===== config.mk =====
export PLATFORM = sky130hd
export DESIGN_NAME = dma_stream_top
export DESIGN_NICKNAME = d
export VERILOG_FILES = /design/src/dma_pkg.sv /design/src/burst_planner.sv /design/src/cmd_fifo.sv /design/src/dma_ctrl.sv /design/src/dma_stream_top.sv /design/src/stream_mover.sv
export SDC_FILE = /design/constraint.sdc
export NUM_CORES = 1
export LEC_CHECK = 0
export BUFFER_PORTS_ARGS = -buffer_cell sky130_fd_sc_hd__buf_2
export CELL_PAD_IN_SITES_DETAIL_PLACEMENT = 2
export CELL_PAD_IN_SITES_GLOBAL_PLACEMENT = 2
export CORE_ASPECT_RATIO = 1.75
export CORE_MARGIN = 8
export CORE_UTILIZATION = 45
export CTS_CLUSTER_SIZE = 16
export DETAILED_ROUTE_END_ITERATION = 7
export PLACE_DENSITY = 0.73
export SLEW_MARGIN = 10
export SYNTH_ARGS = -nofsm -noshare
export SYNTH_HDL_FRONTEND = slang
export SYNTH_SLANG_ARGS = --single-unit
export TNS_END_PERCENT = 20

===== constraint.sdc =====
create_clock -name CLK0 -period 6.15 [get_ports CLK0]
set_clock_uncertainty 0.15 [all_clocks]
set_input_delay 0.9225 -clock CLK0 [delete_from_list [all_inputs] [get_ports CLK0]]
set_output_delay 0.9225 -clock CLK0 [all_outputs]
set_load 0.005 [all_outputs]

===== src/dma_pkg.sv =====
package dma_pkg;

  // --------------------
  // widths and limits
  // --------------------
  localparam int W_D           = 32;
  localparam int W_EXT_A       = 32;  // byte addressing
  localparam int ADDR_OFFSET   = 2;   // log2 of bytes per word
  localparam int W_BOUNDARY_A  = 12;  // 4 KB burst boundary
  localparam int MAX_BURST_LEN = 256;
  localparam int W_BLEN        = 9;   // holds 0..256

  // words in one boundary window, plus a width that can hold that count
  localparam int BOUNDARY_WORDS = 1 << (W_BOUNDARY_A - ADDR_OFFSET);
  localparam int W_BWORDS       = W_BOUNDARY_A - ADDR_OFFSET + 1;

  // command queue
  localparam int CMD_FIFO_AW  = 4;
  localparam int CMD_SLOTS    = 1 << CMD_FIFO_AW;
  localparam int CMD_USABLE   = CMD_SLOTS - 1;  // one slot kept free
  localparam int CMD_AF_LEVEL = CMD_USABLE - 2;  // two or fewer free

  // --------------------
  // types
  // --------------------
  typedef logic [W_D-1:0]      data_t;
  typedef logic [W_EXT_A-1:0]  ext_addr_t;
  typedef logic [W_EXT_A:0]    word_count_t;
  typedef logic [W_BLEN-1:0]   blen_t;
  typedef logic [W_BWORDS-1:0] bwords_t;

  typedef struct packed {
    ext_addr_t   ext_addr;
    logic        read_enable;   // bram -> external
    logic        write_enable;  // external -> bram
    word_count_t word_size;     // in words
  } dma_cmd_t;

  typedef struct packed {
    ext_addr_t addr;
    logic      read_enable;
    logic      write_enable;
    blen_t     word_size;
  } ext_burst_t;

  typedef enum logic [1:0] {
    ST_IDLE,
    ST_WRITE_TO_BRAM,
    ST_READ_FROM_BRAM
  } dma_state_t;

endpackage


===== src/burst_planner.sv =====
module burst_planner
  import dma_pkg::*;
(
  input  logic        CLK0,
  input  logic        RST0,
  input  logic        plan_load,
  input  ext_addr_t   cmd_addr,
  input  word_count_t cmd_words,
  input  logic        plan_advance,
  output ext_addr_t   cur_addr,
  output blen_t       burst_len,
  output logic        plan_done
);

  ext_addr_t   addr_q;
  word_count_t words_q;      // words still to move
  bwords_t     to_boundary;  // words up to the next 4 KB line
  word_count_t len_min;

  assign to_boundary = bwords_t'(BOUNDARY_WORDS) -
                       {1'b0, addr_q[W_BOUNDARY_A-1:ADDR_OFFSET]};

  // three-way minimum
  always_comb begin
    len_min = words_q;
    if (word_count_t'(to_boundary) < len_min) begin
      len_min = word_count_t'(to_boundary);
    end
    if (word_count_t'(MAX_BURST_LEN) < len_min) begin
      len_min = word_count_t'(MAX_BURST_LEN);
    end
  end

  assign burst_len = blen_t'(len_min);  // never above 256
  assign cur_addr  = addr_q;
  assign plan_done = (words_q == '0);

  // --------------------
  // address and word count
  // --------------------
  always_ff @(posedge CLK0) begin
    if (RST0) begin
      addr_q  <= '0;
      words_q <= '0;
    end else if (plan_load) begin
      addr_q  <= cmd_addr;
      words_q <= cmd_words;
    end else if (plan_advance) begin
      addr_q  <= addr_q + (ext_addr_t'(burst_len) << ADDR_OFFSET);  // words to bytes
      words_q <= words_q - word_count_t'(burst_len);
    end
  end

endmodule


===== src/cmd_fifo.sv =====
module cmd_fifo
  import dma_pkg::*;
(
  input  logic     CLK0,
  input  logic     RST0,
  input  logic     enq,
  input  dma_cmd_t din,
  output logic     full,
  output logic     almost_full,
  input  logic     deq,
  output dma_cmd_t dout,
  output logic     empty
);

  typedef logic [CMD_FIFO_AW-1:0] ptr_t;

  dma_cmd_t mem [CMD_SLOTS];
  ptr_t     head;
  ptr_t     tail;
  ptr_t     rd_addr;  // registered read address
  ptr_t     head_nx;
  ptr_t     tail_nx;
  ptr_t     used_nx;
  logic     do_enq;
  logic     do_deq;

  assign do_enq = enq && !full;
  assign do_deq = deq && !empty;

  // pointers wrap naturally at 2**CMD_FIFO_AW
  assign head_nx = do_deq ? head + 1'b1 : head;
  assign tail_nx = do_enq ? tail + 1'b1 : tail;
  assign used_nx = tail_nx - head_nx;  // occupancy after this cycle

  // --------------------
  // storage
  // --------------------
  always_ff @(posedge CLK0) begin
    if (do_enq) begin
      mem[tail] <= din;
    end
    rd_addr <= head;
  end

  assign dout = mem[rd_addr];

  // --------------------
  // pointers and flags
  // --------------------
  always_ff @(posedge CLK0) begin
    if (RST0) begin
      head        <= '0;
      tail        <= '0;
      empty       <= 1'b1;
      full        <= 1'b0;
      almost_full <= 1'b0;
    end else begin
      head        <= head_nx;
      tail        <= tail_nx;
      // flags from next occupancy, so enq and deq together are covered
      empty       <= (used_nx == '0);
      full        <= (used_nx == ptr_t'(CMD_USABLE));
      almost_full <= (used_nx >= ptr_t'(CMD_AF_LEVEL));
    end
  end

endmodule


===== src/dma_ctrl.sv =====
module dma_ctrl
  import dma_pkg::*;
(
  input  logic        CLK0,
  input  logic        RST0,
  input  dma_cmd_t    cmd,
  input  logic        cmd_empty,
  output logic        cmd_deq,
  output logic        plan_load,
  output logic        plan_advance,
  output ext_addr_t   cmd_addr,
  output word_count_t cmd_words,
  input  ext_addr_t   cur_addr,
  input  blen_t       burst_len,
  input  logic        plan_done,
  output dma_state_t  state,
  output logic        burst_start,
  input  logic        burst_drained,
  output ext_burst_t  ext_burst,
  input  logic        ext_ready,
  output logic        busy
);

  logic      in_burst;     // burst issued, not yet finished
  logic      cmd_ok;
  logic      ext_en;
  logic      ext_rd_en;
  logic      ext_wr_en;
  ext_addr_t burst_addr;
  blen_t     burst_words;

  // head command is valid while cmd_deq is high, always in idle
  assign cmd_addr  = {cmd.ext_addr[W_EXT_A-1:ADDR_OFFSET], {ADDR_OFFSET{1'b0}}};
  assign cmd_words = cmd.word_size;
  assign cmd_ok    = (cmd.word_size != '0) && (cmd.read_enable || cmd.write_enable);
  assign plan_load = cmd_deq && cmd_ok;  // empty or undirected commands are dropped

  assign ext_en       = ext_rd_en || ext_wr_en;
  assign burst_start  = (state != ST_IDLE) && !in_burst;
  assign plan_advance = in_burst && ext_en && ext_ready;

  assign ext_burst = '{addr:         burst_addr,
                       read_enable:  ext_rd_en,
                       write_enable: ext_wr_en,
                       word_size:    burst_words};

  // --------------------
  // fsm
  // --------------------
  always_ff @(posedge CLK0) begin
    if (RST0) begin
      state     <= ST_IDLE;
      cmd_deq   <= 1'b0;
      in_burst  <= 1'b0;
      ext_rd_en <= 1'b0;
      ext_wr_en <= 1'b0;
    end else begin
      cmd_deq <= 1'b0;
      case (state)
        ST_IDLE: begin
          if (!cmd_deq && !cmd_empty) begin
            cmd_deq <= 1'b1;
          end
          if (plan_load) begin
            // write-to-bram wins if both bits are set
            state <= cmd.write_enable ? ST_WRITE_TO_BRAM : ST_READ_FROM_BRAM;
          end
        end
        ST_WRITE_TO_BRAM, ST_READ_FROM_BRAM: begin
          if (burst_start) begin
            ext_rd_en <= (state == ST_WRITE_TO_BRAM);  // external read feeds bram
            ext_wr_en <= (state == ST_READ_FROM_BRAM);
            in_burst  <= 1'b1;
          end
          if (plan_advance) begin
            ext_rd_en <= 1'b0;
            ext_wr_en <= 1'b0;
          end
          // address accepted and data drained
          if (in_burst && !ext_en && burst_drained) begin
            in_burst <= 1'b0;
            if (plan_done) begin
              state <= ST_IDLE;
            end
          end
        end
        default: state <= ST_IDLE;
      endcase
    end
  end

  // address channel payload
  always_ff @(posedge CLK0) begin
    if (burst_start) begin
      burst_addr  <= cur_addr;
      burst_words <= burst_len;
    end
  end

  always_ff @(posedge CLK0) begin
    if (RST0) begin
      busy <= 1'b0;
    end else begin
      busy <= (state != ST_IDLE) || !cmd_empty;
    end
  end

endmodule


===== src/dma_stream_top.sv =====
module dma_stream_top
  import dma_pkg::*;
(
  input  logic       CLK0,
  input  logic       RST0,

  // request side
  input  dma_cmd_t   req_cmd,
  input  logic       req_valid,
  output logic       req_ready,
  output logic       req_busy,

  // external address channel
  output ext_burst_t ext_burst,
  input  logic       ext_ready,

  // external data channel
  input  data_t      ext_read_data,
  input  logic       ext_read_empty,
  output logic       ext_read_deq,
  output data_t      ext_write_data,
  output logic       ext_write_enq,
  input  logic       ext_write_almost_full,

  // bram side
  input  data_t      core_read_data,
  input  logic       core_read_empty,
  output logic       core_read_enable,
  output data_t      core_write_data,
  output logic       core_write_enable,
  input  logic       core_write_almost_full
);

  dma_cmd_t    head_cmd;
  logic        cmd_empty;
  logic        cmd_almost_full;
  logic        cmd_deq;
  logic        plan_load;
  logic        plan_advance;
  logic        plan_done;
  ext_addr_t   cmd_addr;
  ext_addr_t   cur_addr;
  word_count_t cmd_words;
  blen_t       burst_len;
  dma_state_t  state;
  logic        burst_start;
  logic        burst_drained;

  assign req_ready = !cmd_almost_full;

  cmd_fifo u_cmd_fifo (
    .CLK0        (CLK0),
    .RST0        (RST0),
    .enq         (req_valid),
    .din         (req_cmd),
    .full        (),
    .almost_full (cmd_almost_full),
    .deq         (cmd_deq),
    .dout        (head_cmd),
    .empty       (cmd_empty)
  );

  dma_ctrl u_dma_ctrl (
    .CLK0          (CLK0),
    .RST0          (RST0),
    .cmd           (head_cmd),
    .cmd_empty     (cmd_empty),
    .cmd_deq       (cmd_deq),
    .plan_load     (plan_load),
    .plan_advance  (plan_advance),
    .cmd_addr      (cmd_addr),
    .cmd_words     (cmd_words),
    .cur_addr      (cur_addr),
    .burst_len     (burst_len),
    .plan_done     (plan_done),
    .state         (state),
    .burst_start   (burst_start),
    .burst_drained (burst_drained),
    .ext_burst     (ext_burst),
    .ext_ready     (ext_ready),
    .busy          (req_busy)
  );

  burst_planner u_burst_planner (
    .CLK0         (CLK0),
    .RST0         (RST0),
    .plan_load    (plan_load),
    .cmd_addr     (cmd_addr),
    .cmd_words    (cmd_words),
    .plan_advance (plan_advance),
    .cur_addr     (cur_addr),
    .burst_len    (burst_len),
    .plan_done    (plan_done)
  );

  stream_mover u_stream_mover (
    .CLK0                   (CLK0),
    .RST0                   (RST0),
    .dir                    (state),
    .burst_start            (burst_start),
    .burst_len              (burst_len),
    .burst_drained          (burst_drained),
    .ext_read_data          (ext_read_data),
    .ext_read_empty         (ext_read_empty),
    .ext_read_deq           (ext_read_deq),
    .ext_write_data         (ext_write_data),
    .ext_write_enq          (ext_write_enq),
    .ext_write_almost_full  (ext_write_almost_full),
    .core_read_data         (core_read_data),
    .core_read_empty        (core_read_empty),
    .core_read_enable       (core_read_enable),
    .core_write_data        (core_write_data),
    .core_write_enable      (core_write_enable),
    .core_write_almost_full (core_write_almost_full)
  );

endmodule


===== src/stream_mover.sv =====
module stream_mover
  import dma_pkg::*;
(
  input  logic       CLK0,
  input  logic       RST0,
  input  dma_state_t dir,
  input  logic       burst_start,
  input  blen_t      burst_len,
  output logic       burst_drained,

  // external data channel
  input  data_t      ext_read_data,
  input  logic       ext_read_empty,
  output logic       ext_read_deq,
  output data_t      ext_write_data,
  output logic       ext_write_enq,
  input  logic       ext_write_almost_full,

  // bram side
  input  data_t      core_read_data,
  input  logic       core_read_empty,
  output logic       core_read_enable,
  output data_t      core_write_data,
  output logic       core_write_enable,
  input  logic       core_write_almost_full
);

  blen_t count;       // words left in this burst
  logic  push_pend;   // bram read issued last cycle
  logic  wr_move;
  logic  rd_move;

  // --------------------
  // transparent enables
  // --------------------
  assign wr_move = (dir == ST_WRITE_TO_BRAM) && (count != '0) &&
                   !ext_read_empty && !core_write_almost_full;

  assign rd_move = (dir == ST_READ_FROM_BRAM) && (count != '0) &&
                   !ext_write_almost_full && !core_read_empty;

  // external -> bram passes straight through
  assign ext_read_deq      = wr_move;
  assign core_write_enable = wr_move;
  assign core_write_data   = ext_read_data;

  // bram -> external, data shows up one cycle after the read
  assign core_read_enable = rd_move;
  assign ext_write_enq    = push_pend;
  assign ext_write_data   = core_read_data;

  assign burst_drained = (count == '0) && !push_pend;

  // --------------------
  // word counter
  // --------------------
  always_ff @(posedge CLK0) begin
    if (RST0) begin
      count     <= '0;
      push_pend <= 1'b0;
    end else begin
      push_pend <= rd_move;
      if (burst_start) begin
        count <= burst_len;
      end else if (wr_move || rd_move) begin
        count <= count - 1'b1;
      end
    end
  end

endmodule


# Word-level counts from Yosys, hierarchy flattened
# Memory sizes are Yosys's and may differ from the RTL's. A register that Yosys moved wholly into a read port is not among the register bits.
# Index checks and enable logic that the tools add are counted.
# word_totals
wordCells	109
out_inout_bits	113
mem_count	1
register_bits	134
mem_bits_rw	1072
input_bits	139
# mem_list
memory	words	word_bits	rd	rd_ports_with_merged_regs	write_ports	line	rtl
u_cmd_fifo.mem	16	67	1	1	1	cmd_fifo.sv:17	dma_cmd_t mem [CMD_SLOTS];
# classes
n_mux	24
magnitude_cmp	3
eq_ne	6
reduce_logical	49
addsub	7
bitwise_logic	1
# ops
op	count
33-bit 2-to-1 mux	3
32-bit 2-to-1 mux	2
33-bit logical NOT	1
11-bit by 33-bit less-than comparator with 1-bit output	1
9-bit by 33-bit less-than comparator with 1-bit output (first input constant)	1
33-bit nonzero test	1
33-bit by 9-bit subtractor with 33-bit output	1
32-bit by 11-bit adder with 32-bit output	1
9-bit 2-to-1 mux	3
1-bit logical AND	17
1-bit logical NOT	11
11-bit by 10-bit subtractor with 11-bit output (first input constant)	1
2-bit nonzero test	5
9-bit logical NOT	1
1-bit 2-to-1 mux	9
9-bit nonzero test	1
9-bit by 1-bit subtractor with 9-bit output (second input constant)	1
4-bit by 1-bit adder with 4-bit output (second input constant)	2
2-bit 2-to-1 mux	4
4-bit 2-to-1 mux	2
2-bit OR reduction	3
4-bit equality test (second input constant)	1
4-bit >= comparator (second input constant)	1
4-bit logical NOT	1
other kinds (11)	16

# Logic depth before layout (Yosys ltp)
# depth
depth_word	8
depth_mapped	22
ltp_nobuf	22

# Hierarchy
# From an unflattened synthesis, not the netlist that was laid out.
# unflattened
cells_unflattened	2505
area_unflattened_um2	49246.0
# modules_own_cells
mod	cells_each	seq_area_each_um2	n_inst	area_each_um2
cmd_fifo	1569	32491.2	1	40993.1
burst_planner	637	1301.2	1	4944.7
dma_ctrl	157	1371.3	1	2153.3
stream_mover	141	200.2	1	1151.1
dma_stream_top	1	0.0	1	3.8

# Worst setup path after synthesis
# No wires, ideal clock.
# synth_path
path_kind	reg2reg
start	register u_burst_planner.addr_q[6] (netlist: u_burst_planner.cur_addr[6])
end	register u_burst_planner.words_q[10]
arrival_time_ps	5081
t_required_ps	5919
path_buffers	0
path_slack_ps	838
period_less_slack_ps	5312
setup_ps	81
path_stages_with_launch	19
cell_sequence	dfxtp_1 or4_1 nor4_1 ha_1 a2111oi_0 a2111oi_4 o21ai_2 mux2i_1 ha_1 inv_1 fa_1 a21o_1 a21o_1 a21oi_1 o21ai_0 a21o_1 a2111oi_0 xnor2_1 a211oi_2
# synth_between
elab_chain_cells	8
# synth_rtl
item	line	rtl
from (decl)	burst_planner.sv:15	ext_addr_t addr_q;
from (signal assigned)	burst_planner.sv:46	addr_q <= cmd_addr;
from (signal assigned)	burst_planner.sv:49	addr_q <= addr_q + (ext_addr_t'(burst_len) << ADDR_OFFSET);
11-bit by 10-bit subtractor with 11-bit output *	burst_planner.sv:20	assign to_boundary = bwords_t'(BOUNDARY_WORDS) -
11-bit by 33-bit less-than comparator with 1-bit output	burst_planner.sv:26	if (word_count_t'(to_boundary) < len_min) begin
33-bit 2-to-1 mux *	burst_planner.sv:26	
9-bit by 33-bit less-than comparator with 1-bit output	burst_planner.sv:29	if (word_count_t'(MAX_BURST_LEN) < len_min) begin
9-bit 2-to-1 mux *	burst_planner.sv:29	
net burst_len[0]	dma_stream_top.sv:44	blen_t burst_len;
33-bit by 9-bit subtractor with 33-bit output *	burst_planner.sv:50	words_q <= words_q - word_count_t'(burst_len);
33-bit 2-to-1 mux *	burst_planner.sv:48	end else if (plan_advance) begin
33-bit 2-to-1 mux *	burst_planner.sv:45	end else if (plan_load) begin
to (signal assigned)	burst_planner.sv:47	words_q <= cmd_words;
to (signal assigned)	burst_planner.sv:50	
to (decl)	burst_planner.sv:16	word_count_t words_q;
# The timed path passes the listed nets; every way through them passes the cells marked *. The select of a mux whose other input is x is not followed.
# A chain may end at the register's enable or synchronous reset.

# Worst setup path in the final report
# layout_path
start	register u_burst_planner.words_q[17]
end	register u_burst_planner.words_q[16]
# layout_between
elab_chain_cells	7
# layout_rtl
item	line
11-bit by 33-bit less-than comparator with 1-bit output	burst_planner.sv:26
33-bit 2-to-1 mux *	burst_planner.sv:26
9-bit by 33-bit less-than comparator with 1-bit output	burst_planner.sv:29
9-bit 2-to-1 mux *	burst_planner.sv:29
33-bit by 9-bit subtractor with 33-bit output *	burst_planner.sv:50
33-bit 2-to-1 mux *	burst_planner.sv:48
33-bit 2-to-1 mux *	burst_planner.sv:45
# Mark *: on every way between the ends. The rest lies on a longest branch, timed or not. The select of a mux whose other input is x is not followed.

==> results.json <==
{
  "synth-async-reset-ratio_pct": 0,
  "seq_area_um2": 34300,
  "drtPass1Iterations": 7,
  "worstMarginPinSlew_ns": 1.07,
  "whs_ns": 0.214,
  "synth-edff-count": 1079,
  "vdd_drop_max_mv": 0.320,
  "slew_headroom_pct": 28.7,
  "syn_area_um2": 46800,
  "max_freq_mhz": 170,
  "powerDensity_nw_per_um2": 347,
  "holdBufCountCts": 0,
  "drv_slew": 0,
  "finalHoldViolCount": 0,
  "die_height_um": 443,
  "htree_levels": 3,
  "ant_nets": 0,
  "required_ns": 6.65,
  "yosysTopAreaCell": "edfxtp_1",
  "grt_pass1_vias": 26900,
  "worstPathCellList": "or4_4 -> nor4_2 -> nand2b_1 -> or3_1 -> or4_4 -> a2111oi_4 -> o21ai_2 -> buf_4 -> mux2_2 -> ha_1 -> or4_1 -> or2_2 -> or3_1 -> a21oi_1 -> nor3b_2 -> xnor2_1 -> a211oi_2",
  "tns_ns": 0,
  "die_w_um": 260,
  "clock_latency_ns": 0.73,
  "layout.cells.non_filler": 3913,
  "ioPinCount": 252,
  "root_buffer": "clkbuf_16",
  "synth_cell_types": 63,
  "synth_top_area_share_pct": 69.2,
  "initial_utilization_pct": 45.3,
  "synthCells": 2347,
  "yosys_most_used_dff": "edfxtp_1",
  "core_area_um2": 103000,
  "grt_usage_pct": 24.6,
  "drive_gt1_share_pct": 28.5,
  "ys_ff_latch": 1174,
  "synth_seq_area_share_pct": 73.3,
  "hp-class": "reg -> reg",
  "cp_max_fo": 7,
  "crit_path_end_kind": "flip-flop",
  "grt_antenna_before_repair": 14,
  "fin_area_um2": 52500,
  "dp_hpwl_um": 86600,
  "wl_um": 142000,
  "cts_buffers": 107,
  "vias": 23900,
  "drt_iter0_markers": 1644,
  "syn_area_per_cell_um2": 19.9,
  "setup_viol": 0,
  "synthTopCellsByArea": "edfxtp_1 69%, mux4_2 14%, dfxtp_1 4.1%, buf_4 1.2%, ha_1 1.1%",
  "clock_path_buffers": 3,
  "worstPathArrival_ns": 6.40,
  "via_per_inst": 6.11,
  "min_period_over_period_pct": 95.9,
  "status": "finished, final reports clean",
  "layout.nets": 2654,
  "path_clk_slew_ns": 0.07,
  "die-area_um2": 115000,
  "grt_first_pass_wirelength_um": 201000,
  "p_leak_nw": 16.7,
  "criticalPathCategory": "reg -> reg",
  "post-route-drc-count": 0,
  "grt_setup_unrepaired": "false",
  "slowest_stage": "or4_4",
  "post_cts_buffers": 0,
  "area_delta_synth_final_pct": 12.2,
  "slowest_delay_ns": 0.62,
  "cts_tree": "yes",
  "multi_input_area_um2": 11400,
  "drv_cap": 0,
  "worstSetupStartpointType": "flip-flop",
  "dp_cells": 3704,
  "fillers": 8900,
  "wire_per_inst_um": 36.3,
  "grt-ovfl-total": 0,
  "yosysWarningCount": 0,
  "dpl-instance-area_um2": 48700,
  "grt_max_degree": 94,
  "timing.final.crit_period_ns": 5.90,
  "place.gp.congestion": 0.818,
  "cts.sinks": 1174,
  "rows": 156,
  "io_buffers": 119
}
[kinds of logic after synthesis]
family / after synthesis / share of synthesized area (%)
AOI/OAI and AO/OA: 180 / 2.86
xor gates and xnor gates: 82 / 1.53
adders and majority gates: 45 / 1.25
buffers and inverters: 210 / 2.50
DFF: 1174 / 73.3
muxes: 333 / 15.2
other: 1 / 0.00801
and+or+nand+nor: 322 / 3.37
[Yosys cell counts, drive strengths merged (21+ instances only)]
master,number
mux4,301
a21oi,31
a22oi,24
clkbuf,53
nand2,68
dfxtp,95
xor2,32
a211oi,41
inv,36
o21ai,26
ha,42
edfxtp,1079
mux2i,21
xnor2,50
nor2,116
buf,121
nor3,22
[per-layer routing]
layer  track usage, %  vias to the layer above  part of all wire, %
met5                0                        -                0.036
met4             9.24                        8                  3.8
met3             3.28                      260                  5.1
met2             45.5                      871                   55
met1             28.5                    13000                   36
li1                 -                     9734                    -
[flip-flops by register name, summed over array words and instances (netlist names), 2 cells and up, named ones only]
name and flops:
u_burst_planner.cur_addr 30, u_burst_planner.words_q 33, u_cmd_fifo.head 4, u_cmd_fifo.mem 1040
u_cmd_fifo.tail 4, u_dma_ctrl.burst_addr 30, u_dma_ctrl.burst_words 9, u_dma_ctrl.state 2
u_stream_mover.count 9
[worst max-delay path, delay by kind of cell (launching register included)]
| kind | cells | cell delay, ns |
|---|---|---|
| buffers and inverters | 1 | 0.19 |
| XOR/XNOR | 1 | 0.11 |
| AO/OA/AOI/OAI | 4 | 0.91 |
| multiplexers | 1 | 0.34 |
| AND/OR/NAND/NOR | 9 | 3.48 |
| adder cells (fa/ha/maj) | 1 | 0.26 |
| flip-flops | 1 | 0.39 |
[power by group]
| group | switching (mW) | internal, mW |
|---|---|---|
| clock network | 3.14 | 4.07 |
| registers | 0.177 | 8.92 |
| logic | 1.15 | 0.770 |
| total | 4.47 | 13.8 |
[layout make-up]
class | instances | share of cell area, %
Clock inverter | 76 | 1.69
Timing Repair Buffer | 187 | 2.30
Multi-Input combinational cell | 964 | 21.7
Sequential cell | 1174 | 65.3
Tap cell | 1343 | 3.20
Inverter | 36 | 0.257
Clock buffer | 126 | 5.45
Antenna cell | 7 | 0.0333
[worst paths after layout]
check | cells past startpoint | slack [ns] | to | start
setup / recovery | 17 | 0.25 | u_burst_planner.words_q[16] | u_burst_planner.words_q[17]
hold reg to reg | 0 | 0.21 | flip-flop | u_cmd_fifo.head[3]
setup reg to reg | 17 | 0.25 | u_burst_planner.words_q[16] | u_burst_planner.words_q[17]
hold / removal | 0 | 0.21 | flip-flop | u_cmd_fifo.head[3]
[per-stage QoR]
step,util [%],power (mW),setup slack (ns)
3_3_place_gp,47.2,11.0,0.383
5_1_grt,50.9,18.7,0.0293
4_1_cts,50.8,18.4,0.0185
6_report,50.9,18.2,0.251
2_1_floorplan,-,10.5,0.838
3_5_place_dp,47.2,11.2,0.137
[layout by cell type, fill, tap and decap left out, drive strengths merged, types with 8 or more instances in the layout]
| cell type | count |
|---|---|
| or4 | 10 |
| or3 | 8 |
| nor2 | 116 |
| o21ai | 26 |
| a22oi | 24 |
| xnor2 | 50 |
| nand4 | 12 |
| mux4 | 301 |
| a211oi | 41 |
| nor4 | 11 |
| nand3 | 14 |
| inv | 41 |
| a221oi | 12 |
| nor2b | 11 |
| and2 | 19 |
| edfxtp | 1079 |
| dfxtp | 95 |
| a21o | 8 |
| xor2 | 32 |
| mux2 | 11 |
| buf | 187 |
| mux2i | 21 |
| a21oi | 31 |
| nor3 | 22 |
| a22o | 13 |
| clkinv | 41 |
| nand2 | 68 |
| clkbuf | 126 |
| clkinvlp | 13 |
| bufinv | 17 |
| ha | 42 |
[timing repair]
item,in CTS,in global routing
endpoints found under the setup margin,0,12
endpoints found under the hold margin,0,0
resized for setup,0,7
Note: power is estimated with default switching activity, not from simulation.
